`config.mk`:
```
export PLATFORM = sky130hd
export DESIGN_NAME = rom_reader
export DESIGN_NICKNAME = d
export VERILOG_FILES = /design/src/common/rom_pkg.sv /design/src/hw/rom_reader.sv
export SDC_FILE = /design/constraint.sdc
export NUM_CORES = 1
export LEC_CHECK = 0
export BUFFER_PORTS_ARGS = -buffer_cell sky130_fd_sc_hd__buf_2
export CAP_MARGIN = 20
export CELL_PAD_IN_SITES_DETAIL_PLACEMENT = 0
export CELL_PAD_IN_SITES_GLOBAL_PLACEMENT = 1
export CORE_MARGIN = 3
export CORE_UTILIZATION = 41
export CTS_CLUSTER_SIZE = 24
export DETAILED_ROUTE_END_ITERATION = 10
export GPL_TIMING_DRIVEN = 0
export HOLD_SLACK_MARGIN = 0.05
export PLACE_DENSITY = 0.82
export REMOVE_ABC_BUFFERS = 1
export SLEW_MARGIN = 10
export SYNTH_ARGS = -nofsm -noshare
export SYNTH_HDL_FRONTEND = slang
export SYNTH_SLANG_ARGS = --single-unit
export TNS_END_PERCENT = 30
```
`constraint.sdc`:
```
create_clock -name clk -period 1.7 [get_ports clk]
set_clock_uncertainty 0.15 [all_clocks]
set_input_delay 0.17 -clock clk [delete_from_list [all_inputs] [get_ports clk]]
set_output_delay 0.17 -clock clk [all_outputs]
set_load 0.01 [all_outputs]
```
`src/common/rom_pkg.sv`:
```
package rom_pkg;

    // Full ROM byte address width of the download port
    localparam int AW = 22;

    typedef logic [AW-1:0] rom_addr_t;  // Byte address
    typedef logic [AW-2:0] word_addr_t; // 16-bit word address

    // Masked word write towards the store
    typedef struct packed {
        word_addr_t  addr;
        logic [15:0] data;  // High byte is the odd address
        logic [1:0]  mask;  // 1 means that byte is written
    } wr_req_t;

    // Game read as it travels to the store
    typedef struct packed {
        word_addr_t addr;   // Even word of the two-word fetch
        logic [1:0] sel;    // Low byte-address bits, pick the byte on return
    } rd_req_t;

    // Two consecutive words, or the same bits seen as four bytes.
    // bytes[0] is the even byte of the word at addr.
    typedef union packed {
        logic [1:0][15:0] words;  // {word at addr+1, word at addr}
        logic [3:0][7:0]  bytes;  // Indexed by byte address [1:0]
    } fetch_u;

endpackage

```
`src/hw/rom_reader.sv`:
```
`timescale 1ns/10ps

module rom_reader #(
    parameter int READ_DEPTH = 4    // Power of two, at least 2
)(
    input  logic               clk,
    input  logic               reset,
    input  rom_pkg::rom_addr_t rom_addr,
    input  logic               rom_req,
    output logic [7:0]         rom_data,
    output logic               rom_ok,
    output logic               rom_credit,
    output rom_pkg::rd_req_t   rd_req,
    output logic               rd_valid,
    input  logic               rd_grant,
    input  rom_pkg::fetch_u    fetch,
    input  logic               fetch_ok
);
    import rom_pkg::*;

    localparam int PW = $clog2(READ_DEPTH);

    rd_req_t     queue [READ_DEPTH];
    rd_req_t     new_req;
    rd_req_t     ret_req;

    // One extra bit on each pointer tells full from empty
    logic [PW:0] wr_ptr;
    logic [PW:0] iss_ptr;
    logic [PW:0] ret_ptr;
    logic [PW:0] used;
    logic        full;

    // Fetch always starts on the even word so the byte view covers [1:0]
    assign new_req.addr = {rom_addr[AW-1:2], 1'b0};
    assign new_req.sel  = rom_addr[1:0];

    assign used = wr_ptr - ret_ptr;
    assign full = used == (PW+1)'(READ_DEPTH);

    // Oldest entry not yet sent to the store
    assign rd_valid = wr_ptr != iss_ptr;
    assign rd_req   = queue[iss_ptr[PW-1:0]];

    assign ret_req = queue[ret_ptr[PW-1:0]];  // Oldest in flight

    always_ff @(posedge clk) begin
        if (rom_req) begin
            queue[wr_ptr[PW-1:0]] <= new_req;
        end
    end

    always_ff @(posedge clk) begin
        if (reset) begin
            wr_ptr     <= '0;
            iss_ptr    <= '0;
            ret_ptr    <= '0;
            rom_ok     <= 1'b0;
            rom_credit <= 1'b0;
        end else begin
            if (rom_req) begin
                wr_ptr <= wr_ptr + 1'b1;
            end
            if (rd_grant) begin
                iss_ptr <= iss_ptr + 1'b1;
            end
            if (fetch_ok) begin
                ret_ptr <= ret_ptr + 1'b1;
            end
            rom_ok     <= fetch_ok;
            rom_credit <= fetch_ok;   // Slot is free again
        end
    end

    // Byte picked from the returned word pair
    always_ff @(posedge clk) begin
        if (fetch_ok) begin
            rom_data <= fetch.bytes[ret_req.sel];
        end
    end

    // Credits bound the queue, so a full queue means a credit was misused
    a_no_overflow: assert property (@(posedge clk) disable iff (reset)
        rom_req |-> !full)
        else $error("rom_reader: request without a credit");

    // The store only answers reads that were granted
    a_fetch_issued: assert property (@(posedge clk) disable iff (reset)
        fetch_ok |-> (iss_ptr != ret_ptr))
        else $error("rom_reader: fetch returned with nothing in flight");

endmodule

```
# == After elaboration in Yosys (flattened, before gate mapping) ==
# Memories as Yosys holds them, arrays and structs flattened. A register that Yosys moved wholly into a read port is not among the register bits.
# Cells that the tools add are included.
# totals
ramBits,88
in_bits,59
regBits,18
n_memories,1
# op_classes
order_cmp,1
addsub,3
muxes,8
n_eq_ne,1
# mem_list
name,words,width,rd,rd_ports_with_merged_regs,wr,line_no,text
queue,4,22,2,2,1,rom_reader.sv:23,rd_req_t queue [READ_DEPTH];
# op_table
cell,n
$bmux W8 S2,1
$add A3 B1 Y3 const B,3
$mux W2,4
$mux W8,1
$lt A2 B3 Y1 const B,1
$ne A3 B3 Y1,1
$mux W1,2

# == Longest topological paths before layout ==
# depth
word_depth,3
mapped_depth,5
depth_no_buf,4

# == Worst setup path after synthesis ==
# No wires, ideal clock.
# synth_timing
path_type,register to register
startpoint,register (tool-made name)
endpoint,register rom_data[5] (data pin)
synth_period_minus_slack_ns,1.751
required_time_ns,1.287
arrival_time_ns,1.339
path_slack_ns,-0.051
setup_time_ns,0.263
stages_incl_launch_ff,6
cell_sequence,dfxtp_1 > mux4_2 > buf_6 > buf_12 > mux2i_1 > mux2i_1
# synth_lines
item,line_no,text
to (signal assigned),rom_reader.sv:78,rom_data <= fetch.bytes[ret_req.sel];
to (decl),rom_reader.sv:10,"output logic [7:0] rom_data,"

==> results.yml <==
sta:
  fin_crit_ns: 1.90
  hold_viol: 0
  final_max_slew_viol_count: 0
  fin_setup_tns_ns: -4.43
  fmax_mhz: 526
  fin_ws_ns: -0.200
  whs_ns: 0.0596
  rsz0062_at_grt: "true"
  period_share_pct: 112
  setup_violations: 30
final_layout:
  fin_area_um2: 5860
  post-route-util_pct: 59.2
  instances_no_fill: 501
  layout_common_cells: "edfxtp_1 (96), buf_2 (79), dlygate4sd3_1 (56)"
  syn2layout_area_growth_pct: 37.8
  finalNetCount: 426
  layout_commonest_cell: "edfxtp_1"
  drive_above_1_share_pct: 40.6
pwr:
  swShare_pct: 24.6
  p_switching_mw: 1.37
  clock_power_share_pct: 26.3
  leakagePower_nw: 2.20
  p_total_mw: 5.58
  seq_power_share_pct: 56.2
  internal_power_mw: 4.20
  peakVddDrop_v: 0.000613
  power_frac_comb_pct: 17.4
  power_density_nw_per_um2: 951
clock_tree:
  cts_buffer_depth: 2
  cts.htree.levels: 3
  cts_tree: "built"
  insertion_delay_ns: 0.35
  clkSinkCount: 109
  cts_buffers: 9
  path_clk_slew_ns: 0.10
  root_buffer: "clkbuf_8"
place:
  io_buffers: 91
  gp_congestion: 0.658
  dpl.hpwl_um: 5300
  placed_cell_area_um2: 4960
  dp.cells: 424
  dp_slack_ns: -0.260
min_path:
  min_path_type: "input port to flip-flop"
  hold_start: "fetch[7]"
synth:
  synth.yosys.seq_area_share_pct: 73.9
  ys_seq_elements: 109
  syn_avg_cell_area_um2: 20.9
  synth_cell_types: 20
  synth_cells: 204
  yosys_warnings: 0
  synth_area_um2: 4250
detailed_routing:
  remaining_drc_errors: 0
  dr.pass1.iters: 4
  drt_iter0_markers: 95
  final_antenna_net_count: 0
  wirelength_um: 8390
  wire_per_inst_um: 16.7
  vias_per_cell: 4.74
  vias: 2373
global_routing:
  antenna_found_initial: 0
  grt_max_degree: 21
  grt_usage_pct: 15.0
  grt_pass1_vias: 2576
  grt_first_pass_wirelength_um: 13000
  overflow: 0
worst_setup_path:
  r2r-start: "queue[3][1]"
  cp_slowest_stage_delay_ns: 0.53
  required_ns: 1.38
  critPathKind: "flip-flop to output port"
  crit_chain: "buf_12 -> mux4_2 -> buf_6"
  arrival_ns: 1.58
  crit_fanout: 8
  start_kind: "flip-flop"
  endpoint_kind: "output port"
  slowest_stage: "mux4_2"
floorplan:
  start_util_pct: 42.9
  coreArea_um2: 9910
  placement_rows: 36
  die_y_um: 108
  io_pins: 93
  dieArea_um2: 11600
  die_w_um: 108
status:
  status: "finished, violations left"
  violations: "setup timing"
flow_run:
  cap_viol_max_count: 0
cells by family (layout without fill, tap and decap cells):
| group | after synthesis | in the layout | share of synthesized area, % |
|---|---|---|---|
| and+or+nand+nor | 18 | 18 | 1.91 |
| DFF | 109 | 109 | 73.9 |
| buffers and inverters | 12 | 175 | 1.88 |
| xor gates and xnor gates | 9 | 9 | 1.85 |
| muxes | 50 | 50 | 18.9 |
| other | 1 | 2 | 0.0882 |
| adders and majority gates | 5 | 5 | 1.47 |
per-layer routing:
metal | wire [um] | global-route usage (%) | vias up
met3 | 305 | 2.82 | 11
met2 | 4390 | 25.7 | 55
met1 | 3530 | 18.4 | 1177
met5 | 0 | 0 | -
met4 | 161 | 7.30 | 0
li1 | - | - | 1130
power groups by stage:
stage / registers (mW) / clock network, mW / logic, mW
2_1_floorplan: 3.22 / 0 / 0.391
3_3_place_gp: 3.23 / 0 / 0.670
3_5_place_dp: 3.21 / 0 / 0.772
4_1_cts: 3.13 / 1.52 / 0.938
5_1_grt: 3.15 / 1.62 / 1.05
6_report: 3.14 / 1.47 / 0.972
critical path: cells and delay by family (launching register included):
family   cells  cell delay (ns)
buf+inv      2             0.29
flops        1             0.41
mux          1             0.53
area by class of cell:
type / instances / area (um^2)
tap: 133 / 166
antenna: 1 / 2.50
clock buffer: 9 / 124
timing repair buffer: 157 / 1310
multi-input combinational: 83 / 1040
fill: 761 / 4050
clock inverter: 7 / 63.8
inverter: 2 / 7.51
sequential: 109 / 3150
cell usage after synthesis:
library cell / instances / area share (%)
inv_1: 2 / 0.18
edfxtp_1: 96 / 68
ha_1: 5 / 1.5
xnor2_1: 7 / 1.4
clkbuf_1: 3 / 0.26
buf_2: 3 / 0.35
buf_4: 2 / 0.35
nor2_1: 10 / 0.88
conb_1: 1 / 0.088
buf_6: 1 / 0.26
buf_12: 1 / 0.47
xor2_1: 2 / 0.41
nand3_1: 1 / 0.12
mux2i_1: 26 / 6.1
nor2b_1: 1 / 0.15
mux4_1: 1 / 0.62
mux4_2: 23 / 12
nand2_1: 2 / 0.18
dfxtp_1: 13 / 6.1
and2_1: 4 / 0.59
final timing paths:
path,endpoint,slack [ns],cells after the start
worst min register to register,ret_ptr[1],0.39,2
worst min-delay path,rom_data[7],0.06,3
worst max-delay path,rd_req[13],-0.20,3
worst max register to register,rom_data[7],-0.07,4
registers in the layout (all words and copies together) (netlist names), named ones only:
register    count
rom_credit      1
queue          88
wr_ptr          3
rom_data        8
iss_ptr         3
ret_ptr         2
what timing repair did:
action,in CTS,in global routing
gates resized for setup,16,11
buffers inserted,3,0
hold buffers,56,0
hold endpoints to repair,116,0
cloned,0,1
endpoints found under the setup margin,97,41
No activity file was read; power rests on OpenSTA's default activity.
