==> src/common/rom_pkg.sv <==
package rom_pkg;

    // Full ROM byte address width of the download port
    localparam int AW = 22;

    typedef logic [AW-1:0] rom_addr_t;  // Byte address
    typedef logic [AW-2:0] word_addr_t; // 16-bit word address

    // Masked word write towards the store
    typedef struct packed {
        word_addr_t  addr;
        logic [15:0] data;  // High byte is the odd address
        logic [1:0]  mask;  // 1 means that byte is written
    } wr_req_t;

    // Game read as it travels to the store
    typedef struct packed {
        word_addr_t addr;   // Even word of the two-word fetch
        logic [1:0] sel;    // Low byte-address bits, pick the byte on return
    } rd_req_t;

    // Two consecutive words, or the same bits seen as four bytes.
    // bytes[0] is the even byte of the word at addr.
    typedef union packed {
        logic [1:0][15:0] words;  // {word at addr+1, word at addr}
        logic [3:0][7:0]  bytes;  // Indexed by byte address [1:0]
    } fetch_u;

endpackage

==> src/hw/prog_loader.sv <==
`timescale 1ns/10ps

module prog_loader(
    input  logic               clk,
    input  logic               reset,
    input  rom_pkg::rom_addr_t ioctl_addr,
    input  logic [7:0]         ioctl_data,
    input  logic               ioctl_wr,
    input  logic               downloading,
    output rom_pkg::wr_req_t   wr_req,
    output logic               wr_valid,
    input  logic               wr_grant
);
    import rom_pkg::*;

    word_addr_t  in_addr;
    logic [1:0]  in_mask;
    logic [15:0] merge_data;
    logic        same_word;
    logic        merge;
    logic        flush;
    logic        emit;
    logic        dl_last;
    logic        dl_fall;

    // Partly filled word
    logic        hold_valid;
    word_addr_t  hold_addr;
    logic [15:0] hold_data;
    logic [1:0]  hold_mask;

    assign in_addr   = ioctl_addr[AW-1:1];
    assign in_mask   = ioctl_addr[0] ? 2'b10 : 2'b01;
    assign same_word = hold_valid && (hold_addr == in_addr);
    assign dl_fall   = dl_last && !downloading;

    // Incoming byte dropped into its half of the held word
    assign merge_data = in_mask[1] ? {ioctl_data, hold_data[7:0]}
                                   : {hold_data[15:8], ioctl_data};

    assign merge = ioctl_wr && same_word && ((hold_mask | in_mask) == 2'b11);
    assign flush = hold_valid && ((ioctl_wr && !same_word) || (!ioctl_wr && dl_fall));
    assign emit  = merge || flush;

    always_ff @(posedge clk) begin
        if (reset) begin
            hold_valid <= 1'b0;
            wr_valid   <= 1'b0;
            dl_last    <= 1'b0;
        end else begin
            dl_last <= downloading;
            if (emit) begin
                wr_valid <= 1'b1;
            end else if (wr_grant) begin
                wr_valid <= 1'b0;
            end
            if (ioctl_wr) begin
                hold_valid <= !merge;   // A full word leaves nothing behind
            end else if (dl_fall) begin
                hold_valid <= 1'b0;
            end
        end
    end

    always_ff @(posedge clk) begin
        if (ioctl_wr) begin
            hold_addr <= in_addr;
            hold_data <= merge_data;
            hold_mask <= in_mask;
        end
        if (emit) begin
            wr_req.addr <= hold_addr;
            wr_req.data <= merge ? merge_data : hold_data;
            wr_req.mask <= merge ? 2'b11 : hold_mask;   // Lone byte keeps its own bit
        end
    end

    // Arbiter must take each write before the next download byte
    a_no_overrun: assert property (@(posedge clk) disable iff (reset)
        ioctl_wr |-> (!wr_valid || wr_grant))
        else $error("prog_loader: byte arrived with a write still pending");

endmodule

==> config.mk <==
export PLATFORM = sky130hd
export DESIGN_NAME = prog_loader
export DESIGN_NICKNAME = d
export VERILOG_FILES = /design/src/common/rom_pkg.sv /design/src/hw/prog_loader.sv
export SDC_FILE = /design/constraint.sdc
export NUM_CORES = 1
export LEC_CHECK = 0
export ABC_AREA = 1
export BUFFER_PORTS_ARGS = -buffer_cell sky130_fd_sc_hd__buf_2
export CELL_PAD_IN_SITES_DETAIL_PLACEMENT = 0
export CELL_PAD_IN_SITES_GLOBAL_PLACEMENT = 2
export CORE_MARGIN = 4
export CORE_UTILIZATION = 31
export DETAILED_ROUTE_END_ITERATION = 7
export GPL_ROUTABILITY_DRIVEN = 0
export PLACE_DENSITY_LB_ADDON = 0.1
export SLEW_MARGIN = 10
export SYNTH_ARGS = -nofsm -noshare
export SYNTH_HDL_FRONTEND = slang
export SYNTH_SLANG_ARGS = --single-unit
==> constraint.sdc <==
create_clock -name clk -period 2.55 [get_ports clk]
set_clock_uncertainty 0.2 [all_clocks]
set_input_delay 0.1275 -clock clk [delete_from_list [all_inputs] [get_ports clk]]
set_output_delay 0.1275 -clock clk [all_outputs]
set_load 0.1 [all_outputs]
# [Yosys cells after proc, flatten, opt, wreduce, memory -nomap -nowiden]
# Cells that the tools add are included.
[classes] n_eq_ne=2 n_reduce_logical=15 n_mux=7 bitwise_logic=1
[ops] op="$mux W16" count=2
[ops] op="$eq A21 B21 Y1" count=1
[ops] op="$logic_and A1 B1 Y1" count=7
[ops] op="$logic_not A1 Y1" count=4
[ops] op="$mux W1" count=4
[ops] op="$reduce_bool A2 Y1" count=2
[ops] op="$eq A2 B2 Y1 const B" count=1
[ops] op="$logic_or A1 B1 Y1" count=2
[ops] op="$mux W2" count=1
[ops] op="$or A2 B2 Y2" count=1
[totals] reg_bits=81 out_inout_bits=40

# [Logic depth before layout (Yosys ltp)]
# Gate-level depths: netlist (run 1).
[logic_depth] ltp_word=8 mapped_depth=11 ltp_nobuf=11

# [Least setup slack after synthesis (run 1)]
# OpenSTA, ideal clock, no wires.
[synth_path] path_kind="register -> register" from="reg hold_addr[10]" to="reg wr_req[0] in the netlist's numbering (enable)" t_arrival_ns=2.014 setup_slack_ns=-0.061 path_stages_with_launch=9 synth_period_minus_slack_ns=2.611 path_cell_list="edfxtp_1 -> nor2_1 -> nor2_1 -> nor2_1 -> nand2_1 -> nor2_2 -> nand4_4 -> buf_6 -> nand2_1"
[synth_between] elab_chain_cells=7 elab_cells_between_ends=9 cone_classes="eq/ne (1); reduce/logical (8)"
[synth_rtl] element="from (decl)" line="prog_loader.sv:28" source="word_addr_t hold_addr;"
[synth_rtl] element="from (signal assigned)" line="prog_loader.sv:67" source="hold_addr <= in_addr;"
[synth_rtl] element="$eq A21 B21 Y1 *" line="prog_loader.sv:34" source="assign same_word = hold_valid && (hold_addr == in_addr);"
[synth_rtl] element="$logic_and A1 B1 Y1 *" line="prog_loader.sv:34"
[synth_rtl] element="$logic_not A1 Y1" line="prog_loader.sv:42" source="assign flush = hold_valid && ((ioctl_wr && !same_word) || (!ioctl_wr && dl_fall));"
[synth_rtl] element="$logic_and A1 B1 Y1" line="prog_loader.sv:42"
[synth_rtl] element="$logic_or A1 B1 Y1" line="prog_loader.sv:42"
[synth_rtl] element="$logic_and A1 B1 Y1" line="prog_loader.sv:42"
[synth_rtl] element="$logic_or A1 B1 Y1 *" line="prog_loader.sv:43" source="assign emit = merge || flush;"
[synth_rtl] element="net emit" line="prog_loader.sv:22" source="logic emit;"
[synth_rtl] element="to (decl)" line="prog_loader.sv:10" source="output rom_pkg::wr_req_t wr_req,"
# The timed path passes the listed nets; every way through them passes the cells marked *.
# A chain may end at the register's enable or synchronous reset.

# [Final worst setup path (run 1)]
[layout_path] from="in ioctl_addr[13]" to="reg hold_valid"
[layout_between] elab_chain_cells=6
[layout_rtl] element="from (decl)" line="prog_loader.sv:6" source="input rom_pkg::rom_addr_t ioctl_addr,"
[layout_rtl] element="$eq A21 B21 Y1" line="prog_loader.sv:34"
[layout_rtl] element="$logic_and A1 B1 Y1" line="prog_loader.sv:34"
[layout_rtl] element="$logic_and A1 B1 Y1 (2 in series)" line="prog_loader.sv:41" source="assign merge = ioctl_wr && same_word && ((hold_mask | in_mask) == 2'b11);"
[layout_rtl] element="$logic_not A1 Y1" line="prog_loader.sv:58" source="hold_valid <= !merge;"
[layout_rtl] element="$mux W1" line="prog_loader.sv:57" source="if (ioctl_wr) begin"
[layout_rtl] element="to (signal assigned)" line="prog_loader.sv:58"
[layout_rtl] element="to (decl)" line="prog_loader.sv:27" source="logic hold_valid;"
# Every way passes these cells.

==> impl_metrics.toml, run 1 <==
[global_route]
grt_max_degree = 41
first_global_vias = 2259
grt.total_usage = 0.118
antenna_found_initial = 0
grt_pass1_wl_mm = 11.6
gr-total-overflow = 0

[synth]
ys.flop_type = "edfxtp_1"
yosysTopAreaCell = "edfxtp_1"
ys_seq_area_frac = 0.711
yosys-top-cells-count = "78 x edfxtp_1, 67 x nand2_1, 51 x inv_1, 34 x nor2_1, 17 x o21ai_0"
syn_avg_cell_area_um2 = 11.7
synth_fa_ha_area_frac = 0
syn_nets = 325
yosys.area_share.simple = 0.133
netlist_instances = 290
synth_edf_count = 78
ys_ff_latch = 81
synth-xor-area-share = 0.0104
synth.most_common_cell = "edfxtp_1"
synth_compound_area_frac = 0.0748
synth.area.top_cells = "edfxtp_1 69%, nand2_1 7.4%, inv_1 5.7%, a21oi_2 4.1%, nor2_1 3.8%"
synth_cell_types = 19
syn-cell-area_um2 = 3380
async_reset_ff_frac = 0
yosys_warnings = 0
yosys.area.top_type_share = 0.693
synth_top_family_by_area = "simple AND/OR/NAND/NOR gates"
synth_mux_area_frac = 0

[floorplan]
pin_count = 75
core_area_um2 = 10500
core.rowCount = 37
dieArea_um2 = 12600
fp.dieH_um = 112
initial_core_util = 0.323
dieWidth_um = 112

[placed_design]
dpl_cell_area_um2 = 3930
dp_cells = 499
post-place-ws_ns = 0.548
place_hpwl_mm = 4.79
numPortBuffers = 74

[sta]
post-route-min-period_ns = 2.38
timing.fmax_mhz = 421
slew_headroom = 0.625
timing.final.ws_setup_ns = 0.173
hold_viol_final = 0
rsz0062_at_grt = "false"
slew_viol_final = 0
setup_violations = 0
worstMarginPinSlew_ns = 0.562
final.period_utilization = 0.932
final.setup.tns_ns = 0

[routing]
wirelength_mm = 7.13
drc = 0
via_per_inst = 4.08
final_antenna_net_count = 0
drt-pass1-iter-count = 4
vias = 2231
drtIter0Drc = 68
wire_per_inst_um = 13.0

[power_and_ir_drop]
pwr-share-comb = 0.147
seqPwrFrac = 0.528
switching_share = 0.262
leakage_nw = 1.96
p_per_area_nw_per_um2 = 674
ir_drop_uv = 227
p_int_mw = 2.22
power_frac_clock = 0.325
p_switching_mw = 0.788

[finish]
instances_no_fill = 547
num_antenna_cells = 0
fillers = 1029
final_layout_size_suffix_gt1_frac = 0.275
fin_area_um2 = 4460
syn2layout_area_growth_pct = 31.8
fin_nets = 442

[clock_tree]
path_clk_slew_ns = 0.08
h-tree-depth = 3
cts_inserted_buffers = 9
ctsResizeCount = 0
clock_sinks = 81
root_buffer = "clkbuf_8"
clockBufferDepth = 2
cts_tree = "built"
clock_latency_ns = 0.34

[run]
maxCapViolCount = 0

[worst_setup_path]
crit_type = "in -> reg"
critPathCaptureType = "flop"
required_ns = 2.57
crit_buf_inv = 4
startpoint_type = "input pin"
critPathSlowestCell = "dlygate4sd3_1"
critPathMaxStageDelay_ns = 0.54
path_max_fanout = 24
crit_path_cell_trace = "dlygate4sd3_1 -> buf_2 -> xor2_1 -> nor2_1 -> nand2_1 -> nor2_2 -> nand4_4 -> buf_4 -> nand2_1 -> a21oi_1 -> dlygate4sd3_1"
critPathArrivalTime_ns = 2.40
cp_top_family = "buffers and inverters"

[worst_hold_path]
worstHoldPathType = "in -> reg"

[status]
outcome = "completed"
## layer usage
metal	track usage	vias to the layer above	wire [um]
met5	0	-	0
met4	0.0481	0	120
met3	0.0264	10	310
met2	0.183	49	3110
met1	0.160	996	3590
li1	-	1176	-
## kinds of logic (layout without fill, tap and decap cells)
group                     after synthesis  count (layout)
and+or+nand+nor                       110             110
buffers and inverters                  57             178
DFF                                    81              81
xor gates and xnor gates                4               4
AOI/OAI and AO/OA                      38              38
## stage by stage
stage               hold slack [ns]  utilization  power (mW)
floorplan                  -0.00343            -        1.91
global placement              0.120        0.375        2.02
detailed placement            0.121        0.375        2.03
CTS                          0.0347        0.426        3.05
global route                 0.0333        0.426        3.14
finish                       0.0394        0.426        3.01
## cell type report
type	instances	area [um2]	share of cell area
tap	136	170	0.0382
sequential	81	2400	0.539
clock buffer	11	131	0.0295
multi-input combinational	152	741	0.166
inverter	51	191	0.0430
timing repair buffer	112	751	0.168
clock inverter	4	68.8	0.0154
## repair_timing
| item | 4_1_cts | 5_1_grt |
|---|---|---|
| hold buffers | 33 | 0 |
| endpoints found under the setup margin | 0 | 0 |
| buffers inserted | 0 | 0 |
| endpoints found under the hold margin | 40 | 0 |
## power by group through the flow
stage	clock, mW	combinational [mW]	sequential, mW
5_1_grt	1.06	0.481	1.60
3_3_place_gp	0	0.409	1.62
4_1_cts	1.01	0.449	1.59
6_report	0.977	0.442	1.59
2_1_floorplan	0	0.112	1.80
3_5_place_dp	0	0.409	1.62
## registers in the layout, indices dropped and copies added, names as in the netlist
name        count
hold_mask       2
wr_req         39
wr_valid        1
hold_data      16
hold_valid      1
hold_addr      21
dl_last         1
## layout by cell type (no fill, tap or decap), drive strengths merged, types with 3 or more instances in the layout
cell type     n
edfxtp       78
o21ai        20
nand3         4
a21oi        17
xor2          3
dlygate4sd3  33
buf          79
inv          51
clkbuf       11
dfxtp         3
nor2         38
nand2        67
## worst paths after layout
kind	from	endpoint	slack, ns	cells past startpoint
setup reg to reg	hold_addr[10]$_DFFE_PP_	hold_valid$_SDFFE_PP0P_	0.20	10
setup / recovery	ioctl_addr[13]	hold_valid$_SDFFE_PP0P_	0.17	11
hold reg to reg	hold_addr[2]$_DFFE_PP_	wr_req[20]$_DFFE_PP_	0.27	0
hold / removal	ioctl_addr[0]	hold_mask[1]$_DFFE_PP_	0.04	1
## worst reg2reg max path: cells and delay by family, from the launching register on
| kind | cells | cell delay, ns |
|---|---|---|
| AO/OA/AOI/OAI | 1 | 0.06 |
| AND/OR/NAND/NOR | 7 | 0.76 |
| flip-flops | 1 | 0.41 |
| buffers and inverters | 2 | 0.80 |
No activity file was read; power rests on OpenSTA's default activity.
==> run 2, diff against run 1 <==
Settings changed: ABC_AREA 1 to unset, CORE_UTILIZATION 31 to 34.
Clock period 2.55 ns to 2.1 ns, I/O delays scaled along.
==> run 2 against run 1 <==
The run now ends with negative setup slack left. Clock-buffer cell count decreased by 2. Hold slack improved by 0.016 ns. First-iteration DRC count down 34%. Critical endpoint is now wr_req[8]$_DFFE_PP_. Largest power group unchanged.
==> impl_metrics.toml, run 2 <==
[status]
outcome = "complete, but fails checks"
violations = "negative setup slack"

[finish]
fillers = 793
regMostFlops = "wr_req"
fin_util = 0.493
largest_register_ff_count = 39
final_cell_mix = "78 x edfxtp_1, 74 x buf_2, 34 x dlygate4sd3_1"
fin_area_um2 = 4390
final_layout_size_suffix_gt1_frac = 0.474
syn2layout_area_growth_pct = 39.1
largestRegisters = "wr_req x39, hold_addr x21, hold_data x16"
instances_no_fill = 416
num_antenna_cells = 0
layout_commonest_cell = "edfxtp_1"
fin_nets = 338

[synth]
synth_cell_types = 23
yosysTopAreaCell = "edfxtp_1"
async_reset_ff_frac = 0
ys_ff_latch = 81
ys_seq_area_frac = 0.762
yosys_warnings = 0
syn_nets = 204
yosys-top-cells-count = "78 x edfxtp_1, 31 x mux2_2, 21 x xor2_1, 8 x nor4_1, 4 x nor2_1"
synth_edf_count = 78
synth.area.top_cells = "edfxtp_1 74%, mux2_2 11%, xor2_1 5.8%, dfxtp_1 1.9%, nor4_1 1.6%"
netlist_instances = 169
syn-cell-area_um2 = 3150
yosys.area.top_type_share = 0.743
syn_avg_cell_area_um2 = 18.7
ys.flop_type = "edfxtp_1"
synth.most_common_cell = "edfxtp_1"

[power_and_ir_drop]
ir_drop_uv = 470
p_per_area_nw_per_um2 = 794
leakage_nw = 1.68

[worst_setup_path]
critPathSlowestCell = "edfxtp_1"
r2r_setup_slack_ns = -0.21
cp_top_family = "simple AND/OR/NAND/NOR gates"
critPathArrivalTime_ns = 2.21
r2r_end = "wr_req[8]$_DFFE_PP_"
crit_type = "reg -> reg"
critPathMaxStageDelay_ns = 0.40
critPathCaptureType = "flop"
required_ns = 2.00
r2r_start = "hold_addr[12]$_DFFE_PP_"
path_max_fanout = 10
crit_path_cell_trace = "xor2_1 -> nor4_1 -> nand4_1 -> nor3_4 -> buf_6 -> mux2_2"
crit_buf_inv = 1
r2r_cells = 6
startpoint_type = "flop"

[floorplan]
dieWidth_um = 104
fp.dieH_um = 104
pin_count = 75
core_area_um2 = 8890
initial_core_util = 0.355
core.rowCount = 34
dieArea_um2 = 10900

[worst_hold_path]
min-delay-start = "ioctl_addr[0]"
hold_depth = 3
worstHoldPathType = "in -> reg"
hold_path_end = "hold_mask[0]$_DFFE_PP_"

[global_route]
first_global_vias = 2076
antenna_found_initial = 0
grt_pass1_wl_mm = 10.4
grt.total_usage = 0.123
grt_max_degree = 41
gr-total-overflow = 0

[clock_tree]
cts_inserted_buffers = 9
h-tree-depth = 3
clockBufferDepth = 2
clock_latency_ns = 0.34
cts_tree = "built"
root_buffer = "clkbuf_8"
post_cts_buffers = 0
clock_sinks = 81
path_clk_slew_ns = 0.08

[sta]
rsz0062_at_grt = "true"
hold_viol_final = 0
worstMarginPinSlew_ns = 0.546
timing.fmax_mhz = 433
post-route-min-period_ns = 2.31
slew_viol_final = 0
slew_headroom = 0.636
final.period_utilization = 1.10
setup_violations = 55
timing.final.ws_setup_ns = -0.209

[routing]
drt-pass1-iter-count = 4
drc = 0
wirelength_mm = 6.45
via_per_inst = 4.55
drtIter0Drc = 45
final_antenna_net_count = 0
wire_per_inst_um = 15.5
vias = 1891

[placed_design]
dpl_cell_area_um2 = 3800
dp_cells = 363
place_hpwl_mm = 4.24
numPortBuffers = 74

[run]
maxCapViolCount = 0
## run 2: changes by cell type in the layout (fill, tap and decap cells not counted), sizes merged, moves of 4 or more
cell   previous run  this run
nand2            67         2
xor2              3        21
nand3             4         0
a21oi            17         1
inv              51         2
nor2             38         4
o21ai            20         1
mux2              0        32
nor4              0         8
buf              79        91
## run 2: cell type report
type,count,area (um2),area share
flip-flops and latches,81,2400,0.548
repair buffers,127,925,0.211
multi-input cells,82,754,0.172
well taps,108,135,0.0308
clock buffers,9,124,0.0282
clock inverters,7,37.5,0.00856
inverters,2,7.51,0.00171
## run 2: report_power, final
part	switching [mW]	total, mW	internal [mW]
clock network	0.548	0.962	0.414
registers	0.0410	1.93	1.89
logic	0.393	0.589	0.197
total	0.981	3.48	2.50
## run 2: cell families (layout without fill, tap and decap cells)
| family | Yosys count | in the layout | synth area share |
|---|---|---|---|
| buffers and inverters | 6 | 145 | 0.00992 |
| AND/OR/NAND/NOR | 23 | 23 | 0.0425 |
| AO/OA/AOI/OAI | 5 | 5 | 0.00992 |
| multiplexers | 33 | 33 | 0.117 |
| flip-flops | 81 | 81 | 0.762 |
| XOR/XNOR | 21 | 21 | 0.0583 |
## run 2: routing by layer
metal | vias up | track usage | wire, um
li1 | 915 | - | -
met1 | 922 | 0.140 | 2810
met2 | 47 | 0.212 | 3310
met3 | 7 | 0.0472 | 264
met4 | 0 | 0.0380 | 71
met5 | - | 0 | 0
## run 2: what timing repair did
action                                  in CTS  in global routing
endpoints found under the setup margin      58                 59
gates cloned                                 0                  3
endpoints found under the hold margin       40                  0
pin swaps                                    5                  1
hold buffers                                34                  0
gates resized for setup                      5                  1
## run 2: metrics by stage
stage | worst slack, ns | TNS, ns | hold slack (ns) | power [mW]
after floorplan | -0.130 | -5.09 | -0.0283 | 2.33
after global placement | -0.362 | -14.13 | 0.106 | 2.49
after detailed placement | -0.406 | -16.04 | 0.111 | 2.50
after CTS | -0.224 | -8.54 | 0.0451 | 3.52
after global routing | -0.350 | -18.12 | 0.0608 | 3.65
final | -0.209 | -9.81 | 0.0550 | 3.48
## run 2: worst reg2reg max path, stage by stage, from the launching register on
cell and delay [ns]:
edfxtp_1 0.40, xor2_1 0.18, nor4_1 0.32, nand4_1 0.21
nor3_4 0.21, buf_6 0.19, mux2_2 0.35
## run 2: worst max path at each step
stage / start / endpoint / depth (start not counted)
after floorplan: hold_addr[12]$_DFFE_PP_ / wr_req[0]$_SDFFCE_PP1P_ / 6
after global placement: hold_addr[20]$_DFFE_PP_ / wr_req[17]$_DFFE_PP_ / 6
after global routing: hold_addr[16]$_DFFE_PP_ / wr_req[12]$_DFFE_PP_ / 6
after CTS: hold_addr[16]$_DFFE_PP_ / wr_req[8]$_DFFE_PP_ / 6
final: hold_addr[12]$_DFFE_PP_ / wr_req[8]$_DFFE_PP_ / 6
after detailed placement: hold_addr[20]$_DFFE_PP_ / wr_req[17]$_DFFE_PP_ / 6
